$ cat src/source/mm_pkg.sv
// Sizes are fixed here for the whole engine; ADDR_W and IDX_W must track ROWS and DEPTH by hand
package mm_pkg;

  // Array geometry
  localparam int unsigned ROWS   = 4;  // Parallel rows W
  localparam int unsigned DEPTH  = 4;  // MAC stages per row H

  // Datapath widths
  localparam int unsigned DATA_W = 16; // Signed operand
  localparam int unsigned ACC_W  = 32; // Wrapping accumulator

  // Command address covers ROWS*DEPTH x entries
  localparam int unsigned ADDR_W = 4;
  localparam int unsigned IDX_W  = 2;  // Row index on result port

  // Opcodes on the command port
  typedef enum logic [2:0] {
    CMD_LD_X     = 3'd0, // x[row][col] at addr row*DEPTH+col
    CMD_LD_W     = 3'd1, // w[k] at addr k
    CMD_LD_Y     = 3'd2, // Bias of row addr, low half sign-extended
    CMD_RUN_BIAS = 3'd3, // Start from biases
    CMD_RUN_ACC  = 3'd4  // Start from previous results
  } cmd_e;

  // Four-phase port controller states
  typedef enum logic [1:0] {
    HS_IDLE     = 2'd0, // Waiting for work
    HS_BUSY     = 2'd1, // Executing or preparing data
    HS_ACK      = 2'd2, // Handshake line high
    HS_WAIT_LOW = 2'd3  // Waiting for a line to fall
  } hs_state_e;

endpackage

$ cat src/source/mm_row.sv
// Fixed latency of DEPTH cycles, no stall; products and sums wrap at ACC_W bits
`timescale 1ns/1ps

module mm_row import mm_pkg::*; (
  input  logic                          clk_i,
  input  logic                          arst_n_i,
  input  logic                          valid_i,
  input  logic [DEPTH-1:0][DATA_W-1:0]  x_i,
  input  logic [DEPTH-1:0][DATA_W-1:0]  w_i,
  input  logic [ACC_W-1:0]              start_i,
  output logic                          valid_o,
  output logic [ACC_W-1:0]              sum_o
);

  logic [DEPTH-1:0] valid_q;  // One valid per stage
  logic [DEPTH-1:0] stage_v;  // Input valid of each stage

  // Partial sums, entry 0 is the start value
  logic signed [ACC_W-1:0] acc_c [DEPTH+1];

  // Operands travelling with the data
  logic [DEPTH-1:0][DATA_W-1:0] x_c [DEPTH];
  logic [DEPTH-1:0][DATA_W-1:0] w_c [DEPTH];

  always_ff @(posedge clk_i or negedge arst_n_i) begin
    if (!arst_n_i) valid_q <= '0;
    else valid_q <= {valid_q[DEPTH-2:0], valid_i}; // Valid shifts alongside data
  end

  assign stage_v  = {valid_q[DEPTH-2:0], valid_i};
  assign acc_c[0] = start_i;
  assign x_c[0]   = x_i;
  assign w_c[0]   = w_i;

  for (genvar k = 0; k < DEPTH; k++) begin : gen_stage
    logic signed [ACC_W-1:0] prod;

    // Full-width signed product
    assign prod = $signed(x_c[k][k]) * $signed(w_c[k][k]);

    always_ff @(posedge clk_i) begin
      if (stage_v[k]) acc_c[k+1] <= acc_c[k] + prod; // Wraps mod 2^ACC_W
    end

    // Last stage needs no operands downstream
    if (k < DEPTH-1) begin : gen_fwd
      always_ff @(posedge clk_i) begin
        if (stage_v[k]) begin
          x_c[k+1] <= x_c[k];
          w_c[k+1] <= w_c[k];
        end
      end
    end
  end

  assign valid_o = valid_q[DEPTH-1];
  assign sum_o   = acc_c[DEPTH];

  // End-to-end latency
  a_latency: assert property (
    @(posedge clk_i) disable iff (!arst_n_i) valid_o == $past(valid_i, DEPTH)
  );

endmodule

$ cat config.mk
export PLATFORM = sky130hd
export DESIGN_NAME = mm_row
export DESIGN_NICKNAME = d
export VERILOG_FILES = /design/src/source/mm_pkg.sv /design/src/source/mm_row.sv
export SDC_FILE = /design/constraint.sdc
export NUM_CORES = 2
export LEC_CHECK = 0
export ABC_CLOCK_PERIOD_IN_PS = 13600
export BUFFER_PORTS_ARGS = -buffer_cell sky130_fd_sc_hd__buf_2
export CORE_ASPECT_RATIO = 0.9
export CORE_MARGIN = 2
export CORE_UTILIZATION = 32
export DETAILED_ROUTE_END_ITERATION = 16
export PLACE_DENSITY_LB_ADDON = 0.15
export SLEW_MARGIN = 20
export SYNTH_ARGS = -nofsm -noshare
export SYNTH_HDL_FRONTEND = slang
export SYNTH_SLANG_ARGS = --single-unit
$ cat constraint.sdc
create_clock -name clk_i -period 13.6 [get_ports clk_i]
set_clock_uncertainty 0.15 [all_clocks]
set_input_delay 2.04 -clock clk_i [delete_from_list [all_inputs] [get_ports clk_i]]
set_output_delay 2.04 -clock clk_i [all_outputs]
set_load 0.01 [all_outputs]
==> flow_metrics.env <==
export IMPL_crit_chain="buf_2 > nand2_1 > fa_1 > fa_1 > fa_1 > inv_1 > fa_1 > fa_1 > inv_1 > fa_1 > inv_1 > ha_1 > nand4_1 > a2111o_1 > a31oi_1 > a211oi_1 > o31ai_1 > a21oi_1 > xnor2_1"
export IMPL_synth_edf_count=320
export IMPL_cp_max_fo=16
export IMPL_drt_iter0_markers=1553
export IMPL_fmax_mhz=127
export IMPL_vias_per_cell=4.46
export IMPL_syn_area_per_cell_sq_um=10.5
export IMPL_worstSkewPairLatency_ns=0.65
export IMPL_io_buffers=195
export IMPL_synth_seq_cells=324
export IMPL_vias=33300
export IMPL_hold_path_class="register to register"
export IMPL_routabilityCongestion=0.833
export IMPL_synth_area_leader_cell="fa_1"
export IMPL_die_w_um=434
export IMPL_track_usage=0.161
export IMPL_tightest_slew_ns=1.06
export IMPL_rsz0062_at_grt="no"
export IMPL_cp_slowest_cell="fa_1"
export IMPL_cts_root_buf="clkbuf_16"
export IMPL_grt_antenna_before_repair=8
export IMPL_yosys_top_cells_count="1359 x inv_1, 1168 x fa_1, 510 x nand2_1"
export IMPL_whs_ns=0.231
export IMPL_setup_violations=0
export IMPL_drive_above_1_share=0.0587
export IMPL_r2r_end="acc_c[60]$_DFFE_PP_"
export IMPL_synth_async_reset_ratio=0.0123
export IMPL_grt_pass1_wl_mm=213
export IMPL_firstDrtPassIters=5
export IMPL_r2r_cells=19
export IMPL_period_share=0.580
export IMPL_cts_tree="done"
export IMPL_endpoint="acc_c[127]$_DFFE_PP_"
export IMPL_dieArea_sq_um=170000
export IMPL_num_io_pins=196
export IMPL_synthTopCellsByArea="fa_1 44%, edfxtp_1 18%, inv_1 9.6%, ha_1 9.2%, and2_1 5.8%"
export IMPL_clk_pin_slew_ns=0.06
export IMPL_clockBufferDepth=3
export IMPL_r2r_start="w_c[97]$_DFFE_PP_"
export IMPL_ys_flop_type="edfxtp_1"
export IMPL_synth_cell_types=72
export IMPL_area_delta_synth_final_pct=8.66
export IMPL_gr_total_overflow=0
export IMPL_synth_fp_nets=6824
export IMPL_routed_wl_mm=128
export IMPL_cp_start_kind="input port"
export IMPL_max_cap_violations=0
export IMPL_max_stage_delay_ns=0.55
export IMPL_end_kind="register"
export IMPL_cts_resized=0
export IMPL_nets=6917
export IMPL_ys_warn_count=0
export IMPL_netlist_area_sq_um=53300
export IMPL_cts_sinks=324
export IMPL_yosysMostFrequentCell="inv_1"
export IMPL_post_cts_buffers=0
export IMPL_seq_area_frac_synth=0.182
export IMPL_slew_headroom=0.290
export IMPL_slew_viol_final=0
export IMPL_tns_ns=0
export IMPL_critical_path_class="input port to register"
export IMPL_finalCriticalPeriod_ns=7.89
export IMPL_postSynthCellCount=5101
export IMPL_antenna_left=0
export IMPL_crit_top_cell="fa_1"
export IMPL_floorplan_initialDensity=0.321
export IMPL_nFillCells=17000
export IMPL_die_y_um=391
export IMPL_cts_hold_buf=0
export IMPL_synth_top_area_frac=0.438
export IMPL_required_ns=13.80
export IMPL_grt_max_degree=79
export IMPL_row_count=142
export IMPL_final_hold_violation_count=0
export IMPL_multi_input_area_sq_um=37800
export IMPL_hold_depth=0
export IMPL_ff2ff_setup_slack_ns=6.04
export IMPL_cp_arrival_ns=8.09
export IMPL_htreeDepth=2
export IMPL_seq_area_sq_um=9710
export IMPL_first_global_vias=37900
export IMPL_routedWlPerCell_um=17.2
export IMPL_cts_made_buffers=43
export IMPL_status="completed"
export IMPL_dp_hpwl_mm=109
export IMPL_drcViolationCount=0
export IMPL_startpoint="w_i[1]"
export IMPL_fp_coreArea_sq_um=166000
-- metal layers --
| metal | up-vias | track usage | wire, um |
|---|---|---|---|
| met5 | - | 0 | 0 |
| met4 | 0 | 0.0323 | 2260 |
| met3 | 110 | 0.0187 | 4500 |
| met2 | 514 | 0.279 | 63300 |
| met1 | 17300 | 0.216 | 58000 |
| li1 | 15300 | - | - |
-- worst min path at each step --
stage	slack, ns	from	endpoint
global placement	0.25	x_c[168]$_DFFE_PP_	x_c[104]$_DFFE_PP_
finish	0.23	x_c[171]$_DFFE_PP_	x_c[107]$_DFFE_PP_
CTS	0.22	x_c[171]$_DFFE_PP_	x_c[107]$_DFFE_PP_
global route	0.23	x_c[171]$_DFFE_PP_	x_c[107]$_DFFE_PP_
detailed placement	0.25	w_c[118]$_DFFE_PP_	w_c[54]$_DFFE_PP_
floorplan	0.25	w_c[164]$_DFFE_PP_	w_c[100]$_DFFE_PP_
-- per-stage QoR --
| step | instance area (sq um) | instances | setup slack (ns) | utilization |
|---|---|---|---|---|
| finish | 58000 | 7461 | 5.71 | 0.349 |
| global route | 58000 | 7460 | 5.38 | 0.349 |
| CTS | 58000 | 7458 | 5.79 | 0.349 |
| detailed placement | 56500 | 7381 | 5.15 | 0.341 |
| global placement | 56500 | 7381 | 5.20 | 0.341 |
| floorplan | 53300 | 5101 | 5.71 | - |
-- logic make-up (layout without fill, tap and decap cells) --
family          Yosys count  in the layout  share of synthesized area
buf+inv                1524           1649                      0.110
compound gates          289            289                     0.0357
flops                   324            324                      0.182
xor+xnor                150            150                     0.0246
simple gates           1250           1250                      0.117
mux                       4              4                   0.000774
fa+ha+maj              1560           1560                      0.530
other cells               0              3                          0
-- worst max-delay path: cells and delay by family --
kind / cells / cell delay [ns]
adder cells (fa/ha/maj): 7 / 3.43
AO/OA/AOI/OAI: 5 / 1.57
AND/OR/NAND/NOR: 2 / 0.47
buffers and inverters: 4 / 0.45
XOR/XNOR: 1 / 0.13
-- state kept, by name (all words and copies together) (netlist names) --
| register | flops |
|---|---|
| acc_c | 96 |
| w_c | 96 |
| x_c | 96 |
| sum_o | 32 |
| valid_q | 4 |
-- cell type report --
| class | count | share of cell area |
|---|---|---|
| tap | 2232 | 0.0482 |
| sequential | 324 | 0.168 |
| antenna | 3 | 0.000130 |
| clock buffer | 43 | 0.0186 |
| inverter | 1359 | 0.0880 |
| clock inverter | 34 | 0.00630 |
| multi-input combinational | 3253 | 0.652 |
| timing repair buffer | 213 | 0.0193 |
-- placed cells by master, fill, tap and decap left out, types with 4 or more instances in the layout --
cell,Yosys,layout
inv_1,1359,1359
fa_1,1168,1168
nand2_1,510,510
and2_1,496,496
ha_1,392,392
edfxtp_1,320,320
buf_2,1,194
xnor2_1,120,120
nor2_1,109,109
a21oi_1,80,80
o21ai_0,56,56
clkbuf_16,0,43
xor2_1,30,30
nand2b_1,25,25
nor3_1,25,25
a21o_1,22,22
o21a_1,20,20
nand3_1,18,18
buf_4,32,18
a211oi_1,12,12
o21bai_1,12,12
nand4_1,11,11
o211ai_1,11,11
nor2b_1,10,10
a31oi_1,10,10
or3_1,9,9
inv_6,0,9
nor4_1,8,8
and3_1,8,8
o31ai_1,7,7
o21ai_1,7,7
or2_2,6,6
a2111oi_0,6,6
clkinv_1,0,6
o31a_1,5,5
clkinv_2,0,5
a211o_1,4,4
bufinv_16,0,4
inv_8,0,4
Power is left out: the tool's default activity adds up to more than one toggle a clock period on the data nets, which glitch-free logic cannot reach.
