## src/source/mm_pkg.sv

```systemverilog
// Sizes are fixed here for the whole engine; ADDR_W and IDX_W must track ROWS and DEPTH by hand
package mm_pkg;

  // Array geometry
  localparam int unsigned ROWS   = 4;  // Parallel rows W
  localparam int unsigned DEPTH  = 4;  // MAC stages per row H

  // Datapath widths
  localparam int unsigned DATA_W = 16; // Signed operand
  localparam int unsigned ACC_W  = 32; // Wrapping accumulator

  // Command address covers ROWS*DEPTH x entries
  localparam int unsigned ADDR_W = 4;
  localparam int unsigned IDX_W  = 2;  // Row index on result port

  // Opcodes on the command port
  typedef enum logic [2:0] {
    CMD_LD_X     = 3'd0, // x[row][col] at addr row*DEPTH+col
    CMD_LD_W     = 3'd1, // w[k] at addr k
    CMD_LD_Y     = 3'd2, // Bias of row addr, low half sign-extended
    CMD_RUN_BIAS = 3'd3, // Start from biases
    CMD_RUN_ACC  = 3'd4  // Start from previous results
  } cmd_e;

  // Four-phase port controller states
  typedef enum logic [1:0] {
    HS_IDLE     = 2'd0, // Waiting for work
    HS_BUSY     = 2'd1, // Executing or preparing data
    HS_ACK      = 2'd2, // Handshake line high
    HS_WAIT_LOW = 2'd3  // Waiting for a line to fall
  } hs_state_e;

endpackage

```

## src/source/mm_loader.sv

```systemverilog
// One command in flight; runs are acked once drained, invalid opcodes acked without effect
`timescale 1ns/1ps

module mm_loader import mm_pkg::*; (
  input  logic                                    clk_i,
  input  logic                                    arst_n_i,
  // Command port, four-phase
  input  logic                                    cmd_req_i,
  input  cmd_e                                    cmd_op_i,
  input  logic [ADDR_W-1:0]                       cmd_addr_i,
  input  logic [ACC_W-1:0]                        cmd_data_i,
  output logic                                    cmd_ack_o,
  // Drain side
  input  logic                                    drain_busy_i,
  input  logic [ROWS-1:0][ACC_W-1:0]              feedback_i,
  // Run issue towards the rows
  output logic                                    run_valid_o,
  output logic [ROWS-1:0][DEPTH-1:0][DATA_W-1:0]  x_o,
  output logic [DEPTH-1:0][DATA_W-1:0]            w_o,
  output logic [ROWS-1:0][ACC_W-1:0]              start_o
);

  hs_state_e state_q;
  logic      run_valid_q;
  logic      seen_busy_q; // Drain went busy for this run

  // Operand storage
  logic [ROWS-1:0][DEPTH-1:0][DATA_W-1:0] x_q;
  logic [DEPTH-1:0][DATA_W-1:0]           w_q;
  logic [ROWS-1:0][ACC_W-1:0]             bias_q;
  logic [ROWS-1:0][ACC_W-1:0]             start_q;

  logic is_run;
  logic do_load;
  logic do_run;
  logic [IDX_W-1:0]        row_sel;
  logic [ADDR_W-IDX_W-1:0] col_sel;

  assign is_run  = (cmd_op_i == CMD_RUN_BIAS) || (cmd_op_i == CMD_RUN_ACC);
  assign do_load = (state_q == HS_BUSY) && !is_run;
  assign do_run  = (state_q == HS_BUSY) && is_run && !drain_busy_i; // Hold while draining

  // Address split for x writes
  assign row_sel = cmd_addr_i[ADDR_W-1 -: IDX_W];
  assign col_sel = cmd_addr_i[ADDR_W-IDX_W-1:0];

  // Command port FSM
  always_ff @(posedge clk_i or negedge arst_n_i) begin
    if (!arst_n_i) begin
      state_q     <= HS_IDLE;
      run_valid_q <= 1'b0;
      seen_busy_q <= 1'b0;
    end else begin
      run_valid_q <= do_run; // Single-cycle pulse
      case (state_q)
        HS_IDLE: begin
          if (cmd_req_i) state_q <= HS_BUSY;
        end
        HS_BUSY: begin
          if (do_load) state_q <= HS_ACK;        // Write lands this edge
          else if (do_run) state_q <= HS_WAIT_LOW;
        end
        HS_WAIT_LOW: begin
          // Wait for busy to rise, then fall
          if (drain_busy_i) seen_busy_q <= 1'b1;
          if (seen_busy_q && !drain_busy_i) begin
            seen_busy_q <= 1'b0;
            state_q     <= HS_ACK;
          end
        end
        HS_ACK: begin
          if (!cmd_req_i) state_q <= HS_IDLE; // Ack drops with req
        end
        default: state_q <= HS_IDLE;
      endcase
    end
  end

  // Operand writes
  always_ff @(posedge clk_i) begin
    if (do_load) begin
      case (cmd_op_i)
        CMD_LD_X: x_q[row_sel][col_sel] <= cmd_data_i[DATA_W-1:0];
        CMD_LD_W: w_q[col_sel] <= cmd_data_i[DATA_W-1:0];
        CMD_LD_Y: begin
          // Sign extend low half
          bias_q[cmd_addr_i[IDX_W-1:0]] <= {{(ACC_W-DATA_W){cmd_data_i[DATA_W-1]}},
                                             cmd_data_i[DATA_W-1:0]};
        end
        default: ;
      endcase
    end
  end

  // Start value snapshot at issue
  always_ff @(posedge clk_i) begin
    if (do_run) begin
      if (cmd_op_i == CMD_RUN_ACC) start_q <= feedback_i; // Continue previous dot product
      else start_q <= bias_q;
    end
  end

  assign cmd_ack_o   = (state_q == HS_ACK);
  assign run_valid_o = run_valid_q;
  assign x_o         = x_q;
  assign w_o         = w_q;
  assign start_o     = start_q;

  // Issue only into an idle drain
  a_run_not_busy: assert property (
    @(posedge clk_i) disable iff (!arst_n_i) run_valid_o |-> !drain_busy_i
  );

  // Four-phase rule
  a_ack_needs_req: assert property (
    @(posedge clk_i) disable iff (!arst_n_i) $rose(cmd_ack_o) |-> cmd_req_i
  );

endmodule

```

## config.mk

```make
export PLATFORM = sky130hd
export DESIGN_NAME = mm_loader
export DESIGN_NICKNAME = d
export VERILOG_FILES = /design/src/source/mm_pkg.sv /design/src/source/mm_loader.sv
export SDC_FILE = /design/constraint.sdc
export NUM_CORES = 1
export LEC_CHECK = 0
export BUFFER_PORTS_ARGS = -buffer_cell sky130_fd_sc_hd__buf_2
export CORE_AREA = 2 2 243 245
export DETAILED_ROUTE_END_ITERATION = 6
export DIE_AREA = 0 0 245 247
export GPL_TIMING_DRIVEN = 0
export PLACE_DENSITY = 0.5
export SLEW_MARGIN = 20
export SYNTH_ARGS = -nofsm -noshare
export SYNTH_HDL_FRONTEND = slang
export SYNTH_SLANG_ARGS = --single-unit
```

## constraint.sdc

```tcl
create_clock -name clk_i -period 33.7 [get_ports clk_i]
set_clock_uncertainty 0.15 [all_clocks]
set_input_delay 1.685 -clock clk_i [delete_from_list [all_inputs] [get_ports clk_i]]
set_output_delay 1.685 -clock clk_i [all_outputs]
set_load 0.02 [all_outputs]
```

==> results.json <==
{
  "status": "completed",
  "hold_violations": 0,
  "drive_gt1_frac": 0.560,
  "endpoint_kind": "flip-flop",
  "numCtsBuffers": 53,
  "synthArstFlopShare": 0.00775,
  "grt_usage": 0.166,
  "crit_path_max_incr_delay_ps": 410,
  "drt_iter0_drc": 510,
  "p_leak_nw": 8.92,
  "antenna_found_initial": 2,
  "ys_warn_count": 0,
  "drc": 0,
  "synth_cell_types": 27,
  "grt_max_degree": 25,
  "synth_seq_cells": 516,
  "post-cts-setup-buffers": 0,
  "die_area_um2": 60500,
  "port_buffers": 604,
  "wl_per_cell_um": 23.5,
  "cts_resized": 0,
  "maxCapViolations": 0,
  "hold_buffers": 0,
  "final_cells": 2227,
  "fill_cells": 5378,
  "detail_route.first_pass.iterations": 5,
  "fin_crit_sh": 0.133,
  "syn2layout_area_growth_pct": 34.6,
  "slew_headroom": 0.385,
  "setup_viol": 0,
  "htree_levels": 2,
  "core_um2": 58200,
  "synth_cells": 726,
  "power_density_nw_per_um2": 58.2,
  "cts_tree": "yes",
  "first_global_vias": 9862,
  "finalMaxSlewViolations": 0,
  "clock-sinks": 516,
  "place_congestion": 0.778,
  "num_rows": 89,
  "tns_ps": 0,
  "critPathKind": "in -> reg",
  "cpMostUsedCell": "buf_2",
  "wirelength_um": 52400,
  "avgViaCountPerCell": 4.36,
  "die_h_um": 247,
  "synthFlopType": "edfxtp_1",
  "hold_class": "reg -> reg",
  "initial_core_util": 0.294,
  "clkTransAtPathRegs_ps": 60,
  "period_needed_ps": 4490,
  "clk_latency_ps": 590,
  "vias": 9699,
  "syn_area_um2": 17100,
  "worst_pin_slew_ps": 922,
  "crit_buf_inv": 9,
  "numPlacedInstances": 2134,
  "grt_overflow": 0,
  "rsz0062_at_grt": "no",
  "crit_fanout": 10,
  "cp_cell_sequence": "buf_2, nor3b_4, buf_2, a21oi_1, nor4_2, buf_2, buf_4, buf_2, buf_2, buf_2, buf_2, buf_2",
  "post_synth.cell_area_avg_um2": 23.6,
  "fmax_mhz": 223,
  "ctsLongestPathBuffers": 3,
  "num-nets-final": 1587,
  "cts_root_buffer": "clkbuf_16",
  "synth_nets": 897,
  "synth-edff-count": 512,
  "final_antenna_net_count": 0,
  "synth_seq_area_share": 0.905,
  "slowest_stage": "nor3b_4",
  "ir_drop_v": 0.0000418,
  "worstPathRequired_ps": 33840,
  "grt_pass1_wl_um": 70900,
  "cp-start-kind": "input pin",
  "path_delay_family": "buffers and inverters",
  "die_w_um": 245,
  "ios": 621,
  "hpwl_um": 36500,
  "critPathArrivalTime_ps": 4630,
  "power_mw": 1.34
}
## power by group
part	internal [mW]	total [mW]	switching, mW
combinational	0.0219	0.0677	0.0459
sequential	0.718	0.722	0.00446
clock	0.307	0.549	0.242
## synth_stat cells (2+ instances only)
master / n / share of area
nor2b_1: 6 / 0.0022
buf_6: 3 / 0.0020
nand2b_1: 2 / 0.00073
buf_2: 13 / 0.0038
nand3b_1: 2 / 0.00088
clkbuf_1: 4 / 0.00088
buf_4: 2 / 0.00088
a21oi_1: 2 / 0.00059
nor2_1: 29 / 0.0064
a21o_1: 68 / 0.030
nand4b_1: 2 / 0.0010
inv_1: 2 / 0.00044
dfrtp_1: 4 / 0.0059
mux2_2: 60 / 0.040
or2_2: 2 / 0.00073
nand2_1: 3 / 0.00066
edfxtp_1: 512 / 0.90
## cells by family (layout without fill, tap and decap cells)
logic type / Yosys count / in the layout / share of synthesized area
DFF: 516 / 516 / 0.905
AOI/OAI and AO/OA: 74 / 74 / 0.0321
muxes: 60 / 60 / 0.0395
and+or+nand+nor: 51 / 51 / 0.0151
buffers and inverters: 25 / 750 / 0.00819
other: 0 / 3 / 0
## worst min-delay path, delay by kind of cell, from the launching register on
family             cells  cell delay (ps)
and+or+nand+nor        1               50
DFF                    1              340
AOI/OAI and AO/OA      1               60
## cells in the final DEF, fill, tap and decap left out, types with 2 or more instances in the layout
cell type	instances
a21o_1	68
a21oi_1	2
buf_2	632
buf_4	8
buf_6	10
buf_8	3
bufinv_16	2
clkbuf_1	14
clkbuf_16	54
clkinv_1	9
clkinv_2	12
dfrtp_1	4
diode_2	3
edfxtp_1	512
inv_1	2
mux2_2	60
nand2_1	3
nand2b_1	2
nand3b_1	2
nand4b_1	2
nor2_1	5
nor2_2	22
nor2_4	2
nor2b_1	6
or2_2	2
## area by class of cell
| class | count | area, um2 | share of cell area |
|---|---|---|---|
| Sequential cell | 516 | 15500 | 0.673 |
| Buffer | 23 | 133 | 0.00576 |
| Timing Repair Buffer | 635 | 3270 | 0.142 |
| Multi-Input combinational cell | 185 | 1570 | 0.0680 |
| Antenna cell | 3 | 7.51 | 0.000326 |
| Inverter | 2 | 7.51 | 0.000326 |
| Tap cell | 773 | 967 | 0.0420 |
| Clock buffer | 64 | 1390 | 0.0604 |
| Clock inverter | 26 | 198 | 0.00859 |
## stage by stage
stage	hold slack [ps]	setup WS, ps	util	instance area [um2]
after floorplan	300	17800	-	17100
after global placement	339	11100	0.362	21100
after detailed placement	331	28540	0.368	21400
after CTS	345	29180	0.395	23000
after global routing	384	28920	0.395	23000
final	337	29210	0.395	23000
## per-layer routing
layer / share of wire / vias to the layer above / track usage / routed length, um
met4: 0.023 / 0 / 0.0504 / 1200
met1: 0.39 / 4845 / 0.201 / 20200
li1: - / 4258 / - / -
met5: 0 / - / 0 / 0
met3: 0.11 / 76 / 0.0629 / 5670
met2: 0.48 / 520 / 0.274 / 25300
## registers in the layout, indices dropped and copies added, names as in the netlist
| name | cells |
|---|---|
| x_o | 256 |
| state_q | 2 |
| run_valid_o | 1 |
| seen_busy_q | 1 |
| bias_q | 64 |
| w_o | 64 |
| start_o | 128 |
## final timing paths
check	slack [ps]	cells past startpoint	endpoint	startpoint
hold reg to reg	340	2	seen_busy_q$_DFFE_PN0P_	seen_busy_q$_DFFE_PN0P_
setup reg to reg	30750	9	start_o[10]$_DFFE_PP_	state_q[0]$_DFFE_PN0P_
max in group asynchronous	32450	1	run_valid_o$_DFF_PN0_	arst_n_i
setup / recovery	29210	12	start_o[10]$_DFFE_PP_	cmd_op_i[1]
hold / removal	340	2	seen_busy_q$_DFFE_PN0P_	seen_busy_q$_DFFE_PN0P_
min in group asynchronous	780	1	seen_busy_q$_DFFE_PN0P_	arst_n_i
Note: power is estimated with default switching activity, not from simulation.
