File: src/source/mm_pkg.sv
// Sizes are fixed here for the whole engine; ADDR_W and IDX_W must track ROWS and DEPTH by hand
package mm_pkg;

  // Array geometry
  localparam int unsigned ROWS   = 4;  // Parallel rows W
  localparam int unsigned DEPTH  = 4;  // MAC stages per row H

  // Datapath widths
  localparam int unsigned DATA_W = 16; // Signed operand
  localparam int unsigned ACC_W  = 32; // Wrapping accumulator

  // Command address covers ROWS*DEPTH x entries
  localparam int unsigned ADDR_W = 4;
  localparam int unsigned IDX_W  = 2;  // Row index on result port

  // Opcodes on the command port
  typedef enum logic [2:0] {
    CMD_LD_X     = 3'd0, // x[row][col] at addr row*DEPTH+col
    CMD_LD_W     = 3'd1, // w[k] at addr k
    CMD_LD_Y     = 3'd2, // Bias of row addr, low half sign-extended
    CMD_RUN_BIAS = 3'd3, // Start from biases
    CMD_RUN_ACC  = 3'd4  // Start from previous results
  } cmd_e;

  // Four-phase port controller states
  typedef enum logic [1:0] {
    HS_IDLE     = 2'd0, // Waiting for work
    HS_BUSY     = 2'd1, // Executing or preparing data
    HS_ACK      = 2'd2, // Handshake line high
    HS_WAIT_LOW = 2'd3  // Waiting for a line to fall
  } hs_state_e;

endpackage

File: src/source/mm_drain.sv
// Expects all rows in lockstep and no new capture before the previous drain ends
`timescale 1ns/1ps

module mm_drain import mm_pkg::*; (
  input  logic                        clk_i,
  input  logic                        arst_n_i,
  input  logic [ROWS-1:0]             valid_i,
  input  logic [ROWS-1:0][ACC_W-1:0]  sum_i,
  // Result port, four-phase
  output logic                        res_req_o,
  output logic [IDX_W-1:0]            res_idx_o,
  output logic [ACC_W-1:0]            res_data_o,
  input  logic                        res_ack_i,
  // Back to the loader
  output logic                        busy_o,
  output logic [ROWS-1:0][ACC_W-1:0]  feedback_o
);

  hs_state_e                  state_q;
  logic [IDX_W-1:0]           idx_q;  // Row being sent
  logic [ROWS-1:0][ACC_W-1:0] res_q;  // Last results, also feedback
  logic                       capture;

  // Rows in lockstep so one bit decides
  assign capture = valid_i[0] && (state_q == HS_IDLE);

  always_ff @(posedge clk_i or negedge arst_n_i) begin
    if (!arst_n_i) begin
      state_q <= HS_IDLE;
      idx_q   <= '0;
      res_q   <= '0; // Zero feedback after reset
    end else begin
      case (state_q)
        HS_IDLE: begin
          if (capture) begin
            res_q   <= sum_i;
            idx_q   <= '0;
            state_q <= HS_BUSY;
          end
        end
        HS_BUSY: state_q <= HS_ACK; // Req one cycle after capture
        HS_ACK: begin
          if (res_ack_i) state_q <= HS_WAIT_LOW; // Drop req
        end
        HS_WAIT_LOW: begin
          if (!res_ack_i) begin
            if (idx_q == IDX_W'(ROWS-1)) begin
              state_q <= HS_IDLE; // Last row done
            end else begin
              idx_q   <= idx_q + 1'b1;
              state_q <= HS_ACK;
            end
          end
        end
        default: state_q <= HS_IDLE;
      endcase
    end
  end

  assign res_req_o  = (state_q == HS_ACK);
  assign res_idx_o  = idx_q;
  assign res_data_o = res_q[idx_q];
  assign busy_o     = (state_q != HS_IDLE); // Capture through last ack low
  assign feedback_o = res_q;

  // Rows must finish together
  a_rows_agree: assert property (
    @(posedge clk_i) disable iff (!arst_n_i) (valid_i == '0) || (&valid_i)
  );

  // Payload held during request
  a_data_stable: assert property (
    @(posedge clk_i) disable iff (!arst_n_i)
    res_req_o && $past(res_req_o) |-> $stable(res_data_o) && $stable(res_idx_o)
  );

endmodule

File: config.mk
export PLATFORM = sky130hd
export DESIGN_NAME = mm_drain
export DESIGN_NICKNAME = d
export VERILOG_FILES = /design/src/source/mm_pkg.sv /design/src/source/mm_drain.sv
export SDC_FILE = /design/constraint.sdc
export NUM_CORES = 1
export LEC_CHECK = 0
export BUFFER_PORTS_ARGS = -buffer_cell sky130_fd_sc_hd__buf_2
export CELL_PAD_IN_SITES_DETAIL_PLACEMENT = 0
export CELL_PAD_IN_SITES_GLOBAL_PLACEMENT = 1
export CORE_MARGIN = 2
export CORE_UTILIZATION = 38
export DETAILED_ROUTE_END_ITERATION = 8
export PLACE_DENSITY = 0.91
export SLEW_MARGIN = 0
export SYNTH_ARGS = -nofsm -noshare
export SYNTH_HDL_FRONTEND = slang
export SYNTH_SLANG_ARGS = --single-unit
File: constraint.sdc
create_clock -name clk_i -period 4.09 [get_ports clk_i]
set_clock_uncertainty 0.15 [all_clocks]
set_input_delay 0.818 -clock clk_i [delete_from_list [all_inputs] [get_ports clk_i]]
set_output_delay 0.818 -clock clk_i [all_outputs]
set_load 0.01 [all_outputs]
==> results of run 1 <==
[routing by layer]
layer	track usage (%)	up-vias	share of wire, %
met2	32.0	182	53
met4	6.59	0	1.5
met5	0	-	0
met3	6.07	14	8.2
met1	20.2	2031	37
li1	-	1829	-
[cell usage after synthesis (all sizes together)]
cell type  count
ha             1
or2            1
nor4bb         1
a21boi         1
nand2          1
a22o           1
nor2b          1
buf           20
a21o           1
nor2           2
clkbuf         2
dfrtp        132
mux2         129
mux4          32
nor3b          1
[power by group]
group / internal (uW) / switching, uW / total, uW
combinational: 1560 / 1290 / 2840
sequential: 1960 / 583 / 2540
clock: 961 / 500 / 1460
total: 4470 / 2370 / 6840
[flip-flops by register name (all words and copies together), names as in the netlist]
name	count
state_q	2
feedback_o	128
res_idx_o	2
[worst reg2reg max path: stages, from the launching register on]
cell,delay (ns)
dfrtp_2,0.77
ha_1,0.39
nor4bb_1,0.46
nor2_1,0.10
mux2_2,0.27
[cell families (layout without fill, tap and decap cells)]
family | after synthesis | count (layout) | synth area share [%]
AO/OA/AOI/OAI | 3 | 3 | 0.415
adder cells (fa/ha/maj) | 1 | 1 | 0.218
buffers and inverters | 22 | 332 | 3.10
flip-flops | 132 | 132 | 57.6
multiplexers | 161 | 161 | 37.9
AND/OR/NAND/NOR | 7 | 7 | 0.807
[final cells by class]
class,instances,area share (%)
repair buffers,304,20.0
clock inverters,5,0.942
well taps,184,2.89
clock buffers,23,6.25
multi-input cells,172,28.4
flip-flops and latches,132,41.5
[cell usage in the layout, fill, tap and decap left out]
master	synthesis	routed
nor2_1	2	2
clkbuf_1	2	1
nor3b_4	0	1
dfrtp_1	132	130
clkinv_2	0	3
nor4bb_1	1	1
a21boi_0	1	1
dfrtp_2	0	2
or2_2	1	1
mux2_1	99	99
buf_12	0	4
ha_1	1	1
nor2b_1	1	1
a21o_1	1	1
a22o_1	1	1
clkbuf_8	0	5
clkbuf_16	0	17
buf_2	7	294
mux2_2	30	30
buf_4	3	6
bufinv_16	0	2
nand2_1	1	1
mux4_2	32	32
[stage by stage]
| stage | hold WS [ns] | total power (uW) | worst slack (ns) |
|---|---|---|---|
| global placement | 0.335 | 5330 | 1.39 |
| floorplan | 0.372 | 4070 | 1.66 |
| finish | 0.339 | 6840 | 1.02 |
| global route | 0.372 | 7270 | 0.876 |
| CTS | 0.344 | 6950 | 0.927 |
| detailed placement | 0.344 | 5450 | 1.38 |
[worst max path at each step]
stage,start,end,slack (ns),depth (start not counted)
after global routing,res_idx_o[0]$_DFFE_PN0P_,res_data_o[8],0.88,3
after floorplan,res_idx_o[0]$_DFFE_PN0P_,res_data_o[10],1.66,3
final,res_idx_o[0]$_DFFE_PN0P_,res_data_o[14],1.02,3
after global placement,res_idx_o[0]$_DFFE_PN0P_,res_data_o[11],1.39,3
after CTS,res_idx_o[0]$_DFFE_PN0P_,res_data_o[15],0.93,3
after detailed placement,res_idx_o[0]$_DFFE_PN0P_,res_data_o[15],1.38,3
==> flow_summary.rst, run 1 <==
.. list-table::
   :header-rows: 1

   * - Metric
     - Value
   * - Status
     - finished, final reports clean
   * - Number of input and output port buffers inserted
     - 295
   * - Final hold violation count
     - 0
   * - Core area
     - 14,600 um2
   * - Cells resized by post-CTS repair
     - 0
   * - Pin count of the biggest net entering global routing
     - 61
   * - Worst-path clk slew
     - 0.05 ns
   * - Root Buffer Master
     - clkbuf_16
   * - Clock period minus final worst setup slack
     - 3.07 ns
   * - Largest cells by area after synthesis
     - dfrtp_1 (58%), mux2_1 (19%), mux4_2 (13%)
   * - Critical Path Slowest Stage Cell
     - dfrtp_2
   * - Family with the most delay on the worst path
     - flip-flops
   * - Actual transition at the worst max-transition pin
     - 1.00 ns
   * - Number of placed cells counting well taps
     - 792
   * - Number of setup buffers added after CTS
     - 0
   * - Buffer depth of the longest clock path
     - 2
   * - Min-delay worst type
     - in -> async
   * - Crit Reg-Reg Startpoint
     - res_idx_o[1]$_DFFE_PN0P_
   * - Half-perimeter wire length after detailed placement
     - 10.8 mm
   * - Post-cts hold buffer count
     - 0
   * - Vias in the first global route
     - 4,356
   * - Critical Path RT
     - 3.12 ns
   * - Reg-to-reg critical path endpoint
     - res_idx_o[0]$_DFFE_PN0P_
   * - Number of warnings printed during yosys synthesis
     - 0
   * - Number of nets with antenna violations after routing
     - 0
   * - Die H
     - 127 um
   * - Peak fanout along the critical path
     - 13
   * - Synthesized netlist net count
     - 462
   * - Signal arrival time at the worst endpoint
     - 2.11 ns
   * - Post-Synthesis Cells
     - 326
   * - Cell type with the highest aggregate area in the netlist
     - dfrtp_1
   * - Number of cells on the worst reg-to-reg path
     - 4
   * - First-pass DRT Iterations
     - 4
   * - Layout net count
     - 763
   * - Leakage power summed over all cells
     - 0.00394 uW
   * - Share of the clock period used by the worst path
     - 75.2%
   * - Count of unique library cells instantiated by Yosys
     - 18
   * - Die Wd
     - 127 um
   * - Number of H-tree levels
     - 4
   * - Power density relative to cell area
     - 859 nW/um2
   * - Fraction of final layout cells with drive strength greater than 1
     - 62.4%
   * - Count of clock tree sinks
     - 132
   * - Synth Area per Inst
     - 17.6 um2
   * - Clock tree from TritonCTS
     - built
   * - Yosys top cell area share
     - 57.6%
   * - Part of the Yosys area used for sequential elements
     - 57.6%
   * - Delay of the slowest cell on the worst path
     - 0.63 ns
   * - Leftover overflow at the end of global routing
     - 0
   * - Relative slew slack
     - 33.3%
   * - Final wirelength
     - 14.4 mm
   * - Total Die Area
     - 16,100 um2
   * - Number of register bits inferred by synthesis
     - 132
   * - Setup repair after global routing missed its margin
     - no
   * - Finished layout cell area
     - 7970 um2
   * - Final weighted congestion of routability-driven global placement
     - 0.832
   * - Post-synthesis instance area
     - 5740 um2
   * - Critical path buffers and inverters
     - 2
   * - Layout area overhead
     - 38.9%
   * - Category of the worst setup path launch point
     - flop
   * - Kind of end point of the critical path
     - output pin
   * - Final TNS setup
     - 0 ns
   * - DRT iter0 DRCs
     - 98
   * - Standard cell area after detailed placement
     - 7390 um2
   * - Worst setup path category
     - reg -> out
   * - Area taken by multi-input logic gates
     - 2260 um2
   * - Maximum vdd drop
     - 0.000414 V
   * - FILL cells
     - 1,237
   * - Num rows
     - 44
   * - Max-slew violations
     - 0
   * - Number of non-filler instances in the completed layout
     - 820
   * - Via density
     - 4.95
   * - Number of clock buffers inserted by TritonCTS
     - 17
   * - Final setup viols
     - 0
   * - Drt wl/cell
     - 17.5 um
   * - Ordered list of cells on the worst path
     - buf_4 > mux4_2 > buf_2
   * - Count of unresolved DRC violations after routing
     - 0
   * - Worst-case register-to-register setup slack
     - 1.83 ns
   * - GRT Overall Usage
     - 18.0%
   * - Antenna diode instance count
     - 0
   * - Final Util
     - 54.4%
   * - Reg area
     - 3310 um2
   * - Clock Latency Late Sink
     - 0.40 ns
   * - Number of placed I/O pins
     - 299
   * - Starting density of the core
     - 39.2%
   * - Initial antenna violation count
     - 0
   * - Number of maximum-capacitance constraint violations
     - 0
   * - Via Count
     - 4,056
   * - Global-route wire length before repair
     - 22.5 mm
   * - FMAX
     - 0.325 GHz
(Power assumes the default switching activity.)
==> inputs of run 2 (changes only) <==
--- a/config.mk
+++ b/config.mk
@@ -9,9 +9,9 @@
 export CELL_PAD_IN_SITES_DETAIL_PLACEMENT = 0
 export CELL_PAD_IN_SITES_GLOBAL_PLACEMENT = 1
 export CORE_MARGIN = 2
-export CORE_UTILIZATION = 38
+export CORE_UTILIZATION = 32
 export DETAILED_ROUTE_END_ITERATION = 8
-export PLACE_DENSITY = 0.91
+export PLACE_DENSITY = 0.82
 export SLEW_MARGIN = 0
 export SYNTH_ARGS = -nofsm -noshare
 export SYNTH_HDL_FRONTEND = slang
==> constraint.sdc (replaced) <==
create_clock -name clk_i -period 2.81 [get_ports clk_i]
set_clock_uncertainty 0.15 [all_clocks]
set_input_delay 0.562 -clock clk_i [delete_from_list [all_inputs] [get_ports clk_i]]
set_output_delay 0.562 -clock clk_i [all_outputs]
set_load 0.01 [all_outputs]
==> flow_summary.rst, run 2 (synthesis gave the netlist of run 1 again) <==
.. list-table::
   :header-rows: 1

   * - Metric
     - Value
   * - Fraction of final layout cells with drive strength greater than 1
     - 62.4% (about the same)
   * - Status
     - finished, final reports clean
   * - Reg area
     - 3310 um2 (about the same)
   * - Switching power share of the total
     - 34.9% (+0.31 points)
   * - Met1 capacity usage during global routing
     - 17.0% (-3.2 points)
   * - Worst-path clk slew
     - 0.06 ns (about the same)
   * - Met3 demand-to-capacity share in global routing
     - 4.79% (-1.3 points)
   * - Half-perimeter wire length after detailed placement
     - 10.9 mm (+1.2%)
   * - Root Buffer Master
     - clkbuf_16
   * - Final wirelength
     - 15.1 mm (+5.4%)
   * - Die H
     - 138 um (+8.7%)
   * - DRT iter0 DRCs
     - 193 (+97%)
   * - Number of input and output port buffers inserted
     - 295 (unchanged)
   * - Final hold violation count
     - 0 (unchanged)
   * - Category of the worst setup path launch point
     - flop
   * - Layout net count
     - 762 (-0.13%)
   * - Num rows
     - 48 (+9.1%)
   * - Kind of end point of the critical path
     - output pin
   * - Leftover overflow at the end of global routing
     - 0 (unchanged)
   * - First-pass DRT Iterations
     - 4 (unchanged)
   * - Min-delay worst type
     - in -> reg
   * - Crit Reg-Reg Startpoint
     - res_idx_o[1]$_DFFE_PN0P_
   * - Starting density of the core
     - 32.9% (-6.2 points)
   * - Count of unresolved DRC violations after routing
     - 0 (unchanged)
   * - Critical Path Slowest Stage Cell
     - dfrtp_4
   * - GRT Overall Usage
     - 15.6% (-2.5 points)
   * - Number of nets with antenna violations after routing
     - 0 (unchanged)
   * - Via Count
     - 4,096 (+0.99%)
   * - Max-slew violations
     - 0 (unchanged)
   * - Number of placed I/O pins
     - 299 (unchanged)
   * - Buffer depth of the longest clock path
     - 2 (unchanged)
   * - Global-route wire length before repair
     - 22.3 mm (-0.92%)
   * - FMAX
     - 0.394 GHz
   * - Drt wl/cell
     - 17.5 um (about the same)
   * - Actual transition at the worst max-transition pin
     - 0.622 ns (-0.378 ns)
   * - Launch point of the worst path
     - res_idx_o[1]$_DFFE_PN0P_
   * - Die Wd
     - 138 um (+8.7%)
   * - Internal power contribution
     - 6590 uW (+47%)
   * - Setup repair after global routing missed its margin
     - no
   * - Number of non-filler instances in the completed layout
     - 865 (+5.5%)
   * - Hold Slack
     - 0.217 ns (-0.122 ns)
   * - Clock share of power
     - 22.7% (+1.4 points)
   * - Critical path buffers and inverters
     - 1 (-1)
   * - Peak fanout along the critical path
     - 35 (+22)
   * - Worst setup path category
     - reg -> out
   * - Most congested layer reported by global routing
     - met2
   * - Final TNS setup
     - 0 ns (unchanged)
   * - Clock Latency Late Sink
     - 0.40 ns (about the same)
   * - Worst Hold Launch
     - sum_i[3]
   * - Vias in the first global route
     - 4,313 (-0.99%)
   * - Relative slew slack
     - 58.5% (+25 points)
   * - Layout area overhead
     - 40.6%
   * - Critical Path RT
     - 2.10 ns (-1.02 ns)
   * - Power density relative to cell area
     - 1260 nW/um2 (+46%)
   * - Final weighted congestion of routability-driven global placement
     - 0.767 (-7.9%)
   * - Sequential power share
     - 36.0% (-1.1 points)
   * - Clock period minus final worst setup slack
     - 2.54 ns
   * - Number of clock buffers inserted by TritonCTS
     - 17 (unchanged)
   * - Leakage power summed over all cells
     - 0.00395 uW (+0.13%)
   * - Number of H-tree levels
     - 4 (unchanged)
   * - Core area
     - 17,400 um2 (+19%)
   * - Final setup viols
     - 0 (unchanged)
   * - Ordered list of cells on the worst path
     - mux4_2 > buf_2
   * - Number of maximum-capacitance constraint violations
     - 0 (unchanged)
   * - Sw Pwr
     - 3540 uW (+49%)
   * - Signal arrival time at the worst endpoint
     - 1.83 ns (-0.28 ns)
   * - Count of clock tree sinks
     - 132 (unchanged)
   * - Area taken by multi-input logic gates
     - 2260 um2 (unchanged)
   * - Via density
     - 4.74 (-4.3%)
   * - FILL cells
     - 1,559 (+26%)
   * - Most frequent standard cell in the layout excluding fill and tap cells
     - buf_2
   * - Clock tree from TritonCTS
     - built
   * - Most frequent cells in the layout
     - buf_2 (294), dfrtp_1 (130), mux2_1 (99)
   * - Number of placed cells counting well taps
     - 831 (+4.9%)
   * - M2 GR Usage
     - 27.5% (-4.5 points)
   * - Initial antenna violation count
     - 1 (+1)
   * - Combinational Power Share
     - 41.3% (-0.2 points)
   * - Total Die Area
     - 19,000 um2 (+18%)
   * - Share of the clock period used by the worst path
     - 90.4%
   * - Number of setup buffers added after CTS
     - 0 (unchanged)
   * - Pin count of the biggest net entering global routing
     - 81 (+33%)
   * - Family with the most delay on the worst path
     - flip-flops
   * - Maximum vdd drop
     - 0.000613 V (+48%)
   * - Delay of the slowest cell on the worst path
     - 0.83 ns (+0.20 ns)
   * - Flip-flop count of the largest register, all copies and words added
     - 128 (unchanged)
## run 2: power groups by stage
stage	combinational, uW	clock, uW	sequential (uW)
global placement	4190	0	3600
finish	4180	2300	3640
global route	4530	2450	3790
floorplan	2050	0	3870
detailed placement	4260	0	3690
CTS	4260	2360	3670
## run 2: routing by layer
layer  vias to the layer above  share of wire [%]
li1                       1830                  -
met1                      2050                 38
met2                       190                 52
met3                        26                7.0
met4                         0                2.6
met5                         -                  0
## run 2: timing repair
action	CTS	global route
endpoints found under the hold margin	1	0
endpoints found under the setup margin	15	0
hold buffers	1	0
resized for setup	1	0
## run 2: worst reg2reg max path, delay by kind of cell, from the launching register on
| family | cells | cell delay, ns |
|---|---|---|
| AND/OR/NAND/NOR | 2 | 0.56 |
| multiplexers | 1 | 0.28 |
| adder cells (fa/ha/maj) | 1 | 0.32 |
| flip-flops | 1 | 0.73 |
## run 2: path summary, 6_finish.rpt
path,end,slack [ns],depth (start not counted)
max,res_data_o[15],0.27,2
min,feedback_o[3]$_DFFE_PN0P_,0.22,2
max reg2reg,res_idx_o[0]$_DFFE_PN0P_,0.66,4
min reg2reg,feedback_o[33]$_DFFE_PN0P_,0.35,1
max in group asynchronous,feedback_o[115]$_DFFE_PN0P_,1.19,3
min in group asynchronous,feedback_o[56]$_DFFE_PN0P_,0.54,2
## run 2: per-stage QoR
stage / utilization (%) / cell area [um2] / total power [uW] / worst slack [ns]
after floorplan: - / 5740 / 5920 / 0.638
after global placement: 42.7 / 7430 / 7780 / 0.477
after detailed placement: 42.7 / 7430 / 7950 / 0.417
after CTS: 46.3 / 8060 / 10300 / 0.217
after global routing: 46.3 / 8060 / 10800 / 0.207
final: 46.3 / 8070 / 10100 / 0.269
## run 2: cell type report
cell class | instances | area share, %
well taps | 225 | 3.49
diodes | 1 | 0.0310
multi-input cells | 172 | 28.0
repair buffers | 303 | 19.7
flip-flops and latches | 132 | 41.0
clock buffers | 21 | 5.83
clock inverters | 11 | 1.85
==> inputs of run 3 (changes only) <==
--- a/config.mk
+++ b/config.mk
@@ -11,7 +11,7 @@
 export CORE_MARGIN = 2
 export CORE_UTILIZATION = 32
 export DETAILED_ROUTE_END_ITERATION = 8
-export PLACE_DENSITY = 0.82
+export PLACE_DENSITY = 0.84
 export SLEW_MARGIN = 0
 export SYNTH_ARGS = -nofsm -noshare
 export SYNTH_HDL_FRONTEND = slang
==> flow_summary.rst, run 3 (synthesis gave the netlist of run 1 again) <==
.. list-table::
   :header-rows: 1

   * - Metric
     - Value
   * - Final hold violation count
     - 0 (unchanged)
   * - Peak fanout along the critical path
     - 35 (unchanged)
   * - FMAX
     - 0.369 GHz (-6.2%)
   * - Ordered list of cells on the worst path
     - mux4_2 > buf_2
   * - Vias in the first global route
     - 4,405 (+2.1%)
   * - Fraction of final layout cells with drive strength greater than 1
     - 62.6% (+0.16 points)
   * - Maximum vdd drop
     - 0.000548 V (-11%)
   * - DRT iter0 DRCs
     - 134 (-31%)
   * - Pin count of the biggest net entering global routing
     - 59 (-27%)
   * - Hold path cells
     - 2 (unchanged)
   * - Number of non-filler instances in the completed layout
     - 864 (-0.12%)
   * - Clock tree from TritonCTS
     - built
   * - Flip-flop count of the largest register, all copies and words added
     - 128 (unchanged)
   * - Clock Latency Late Sink
     - 0.40 ns (about the same)
   * - Critical path buffers and inverters
     - 1 (unchanged)
   * - Layout area overhead
     - 42.0%
   * - Clock period minus final worst setup slack
     - 2.71 ns (+0.169 ns)
   * - Final wirelength
     - 14.8 mm (-2.3%)
   * - Number of input and output port buffers inserted
     - 295 (unchanged)
   * - Half-perimeter wire length after detailed placement
     - 11.0 mm (+1.2%)
   * - Antenna diode instance count
     - 0 (-1)
   * - Buffer depth of the longest clock path
     - 2 (unchanged)
   * - Hold Slack
     - 0.220 ns (+0.00271 ns)
   * - Final setup viols
     - 0 (unchanged)
   * - Core area
     - 17,400 um2 (unchanged)
   * - Final weighted congestion of routability-driven global placement
     - 0.757 (-1.3%)
   * - Family with the most delay on the worst path
     - flip-flops
   * - First-pass DRT Iterations
     - 4 (unchanged)
   * - Worst-path clk slew
     - 0.06 ns (about the same)
   * - Area taken by multi-input logic gates
     - 2260 um2 (unchanged)
   * - Count of clock tree sinks
     - 132 (unchanged)
   * - Die Wd
     - 138 um (unchanged)
   * - Number of nets with antenna violations after routing
     - 0 (unchanged)
   * - Final Util
     - 46.8% (+0.46 points)
   * - Delay of the slowest cell on the worst path
     - 0.99 ns (+0.16 ns)
   * - Cells resized by post-CTS repair
     - 0 (-1)
   * - Setup repair after global routing missed its margin
     - no
   * - Stages on worst setup path
     - 2 (unchanged)
   * - Number of cells on the worst reg-to-reg path
     - 4 (unchanged)
   * - Global-route wire length before repair
     - 22.2 mm (-0.37%)
   * - Actual transition at the worst max-transition pin
     - 0.949 ns (+0.327 ns)
   * - FILL cells
     - 1,611 (+3.3%)
   * - Worst setup path category
     - reg -> out
   * - Total Die Area
     - 19,000 um2 (unchanged)
   * - Die H
     - 138 um (unchanged)
   * - Finished layout cell area
     - 8150 um2 (+0.99%)
   * - Kind of end point of the critical path
     - output pin
   * - Drt wl/cell
     - 17.1 um (-2.1%)
   * - Initial antenna violation count
     - 0 (-1)
   * - Count of unresolved DRC violations after routing
     - 0 (unchanged)
   * - Leftover overflow at the end of global routing
     - 0 (unchanged)
   * - Relative slew slack
     - 36.7% (-22 points)
   * - Layout net count
     - 763 (+0.13%)
   * - Max-slew violations
     - 0 (unchanged)
   * - Via Count
     - 4,076 (-0.49%)
   * - Share of the clock period used by the worst path
     - 96.4% (+6.0 points)
   * - Num rows
     - 48 (unchanged)
   * - Power density relative to cell area
     - 1280 nW/um2 (+1.7%)
   * - Most frequent cells in the layout
     - buf_2 (294), dfrtp_1 (130), mux2_1 (99)
   * - Via density
     - 4.72 (-0.37%)
   * - Root Buffer Master
     - clkbuf_16
   * - Status
     - finished, final reports clean
   * - Standard cell area after detailed placement
     - 7440 um2 (+0.15%)
   * - Number of placed cells counting well taps
     - 832 (+0.12%)
   * - Number of placed I/O pins
     - 299 (unchanged)
   * - Category of the worst setup path launch point
     - flop
   * - GRT Overall Usage
     - 15.3% (-0.27 points)
   * - Reg area
     - 3310 um2 (about the same)
   * - Number of clock buffers inserted by TritonCTS
     - 17 (unchanged)
   * - Critical Path Slowest Stage Cell
     - dfrtp_2
   * - Number of H-tree levels
     - 4 (unchanged)
   * - Critical Path RT
     - 2.10 ns (about the same)
   * - Number of maximum-capacitance constraint violations
     - 0 (unchanged)
   * - Leakage power summed over all cells
     - 0.00399 uW (+1.1%)
   * - Signal arrival time at the worst endpoint
     - 2.00 ns (+0.17 ns)
   * - Worst-case register-to-register setup slack
     - 0.57 ns (-0.09 ns)
   * - Min-delay worst type
     - in -> reg
   * - Final TNS setup
     - 0 ns (unchanged)
   * - Starting density of the core
     - 32.9% (unchanged)
   * - Most frequent standard cell in the layout excluding fill and tap cells
     - buf_2
==> run 3: layer usage <==
metal  track usage [%]  vias up  wire (um)
met5                 0        -          0
met4              5.44        0        163
met3              5.26       13       1110
met2              26.4      164       7770
met1              17.7     2071       5760
li1                  -     1828          -
==> run 3: cell type report <==
class	count	share of cell area, %
flip-flops and latches	132	40.6
repair buffers	304	19.7
multi-input cells	172	27.8
clock inverters	13	3.12
well taps	225	3.46
clock buffers	18	5.39
==> run 3: path summary, 6_finish.rpt <==
kind	startpoint	end
min	sum_i[43]	feedback_o[43]$_DFFE_PN0P_
max	res_idx_o[1]$_DFFE_PN0P_	res_data_o[22]
min in group asynchronous	arst_n_i	feedback_o[24]$_DFFE_PN0P_
min reg2reg	feedback_o[76]$_DFFE_PN0P_	feedback_o[76]$_DFFE_PN0P_
max in group asynchronous	arst_n_i	feedback_o[62]$_DFFE_PN0P_
max reg2reg	res_idx_o[1]$_DFFE_PN0P_	res_idx_o[0]$_DFFE_PN0P_
==> run 3: power by group <==
part           internal [uW]  leakage [uW]  switching [uW]
logic                   2260       0.00206            1900
registers               2850       0.00159             796
clock network           1780      0.000336             819
total                   6890       0.00399            3510
==> run 3: repair_timing <==
action	in CTS	in global routing
setup buffers	0	0
hold buffers	1	0
endpoints found under the hold margin	51	0
==> run 3: metrics by stage <==
step,setup slack [ns],total power [uW]
floorplan,0.638,5920
global placement,0.547,7750
detailed placement,0.501,7920
CTS,0.0717,10600
global route,0.0264,11100
finish,0.100,10400
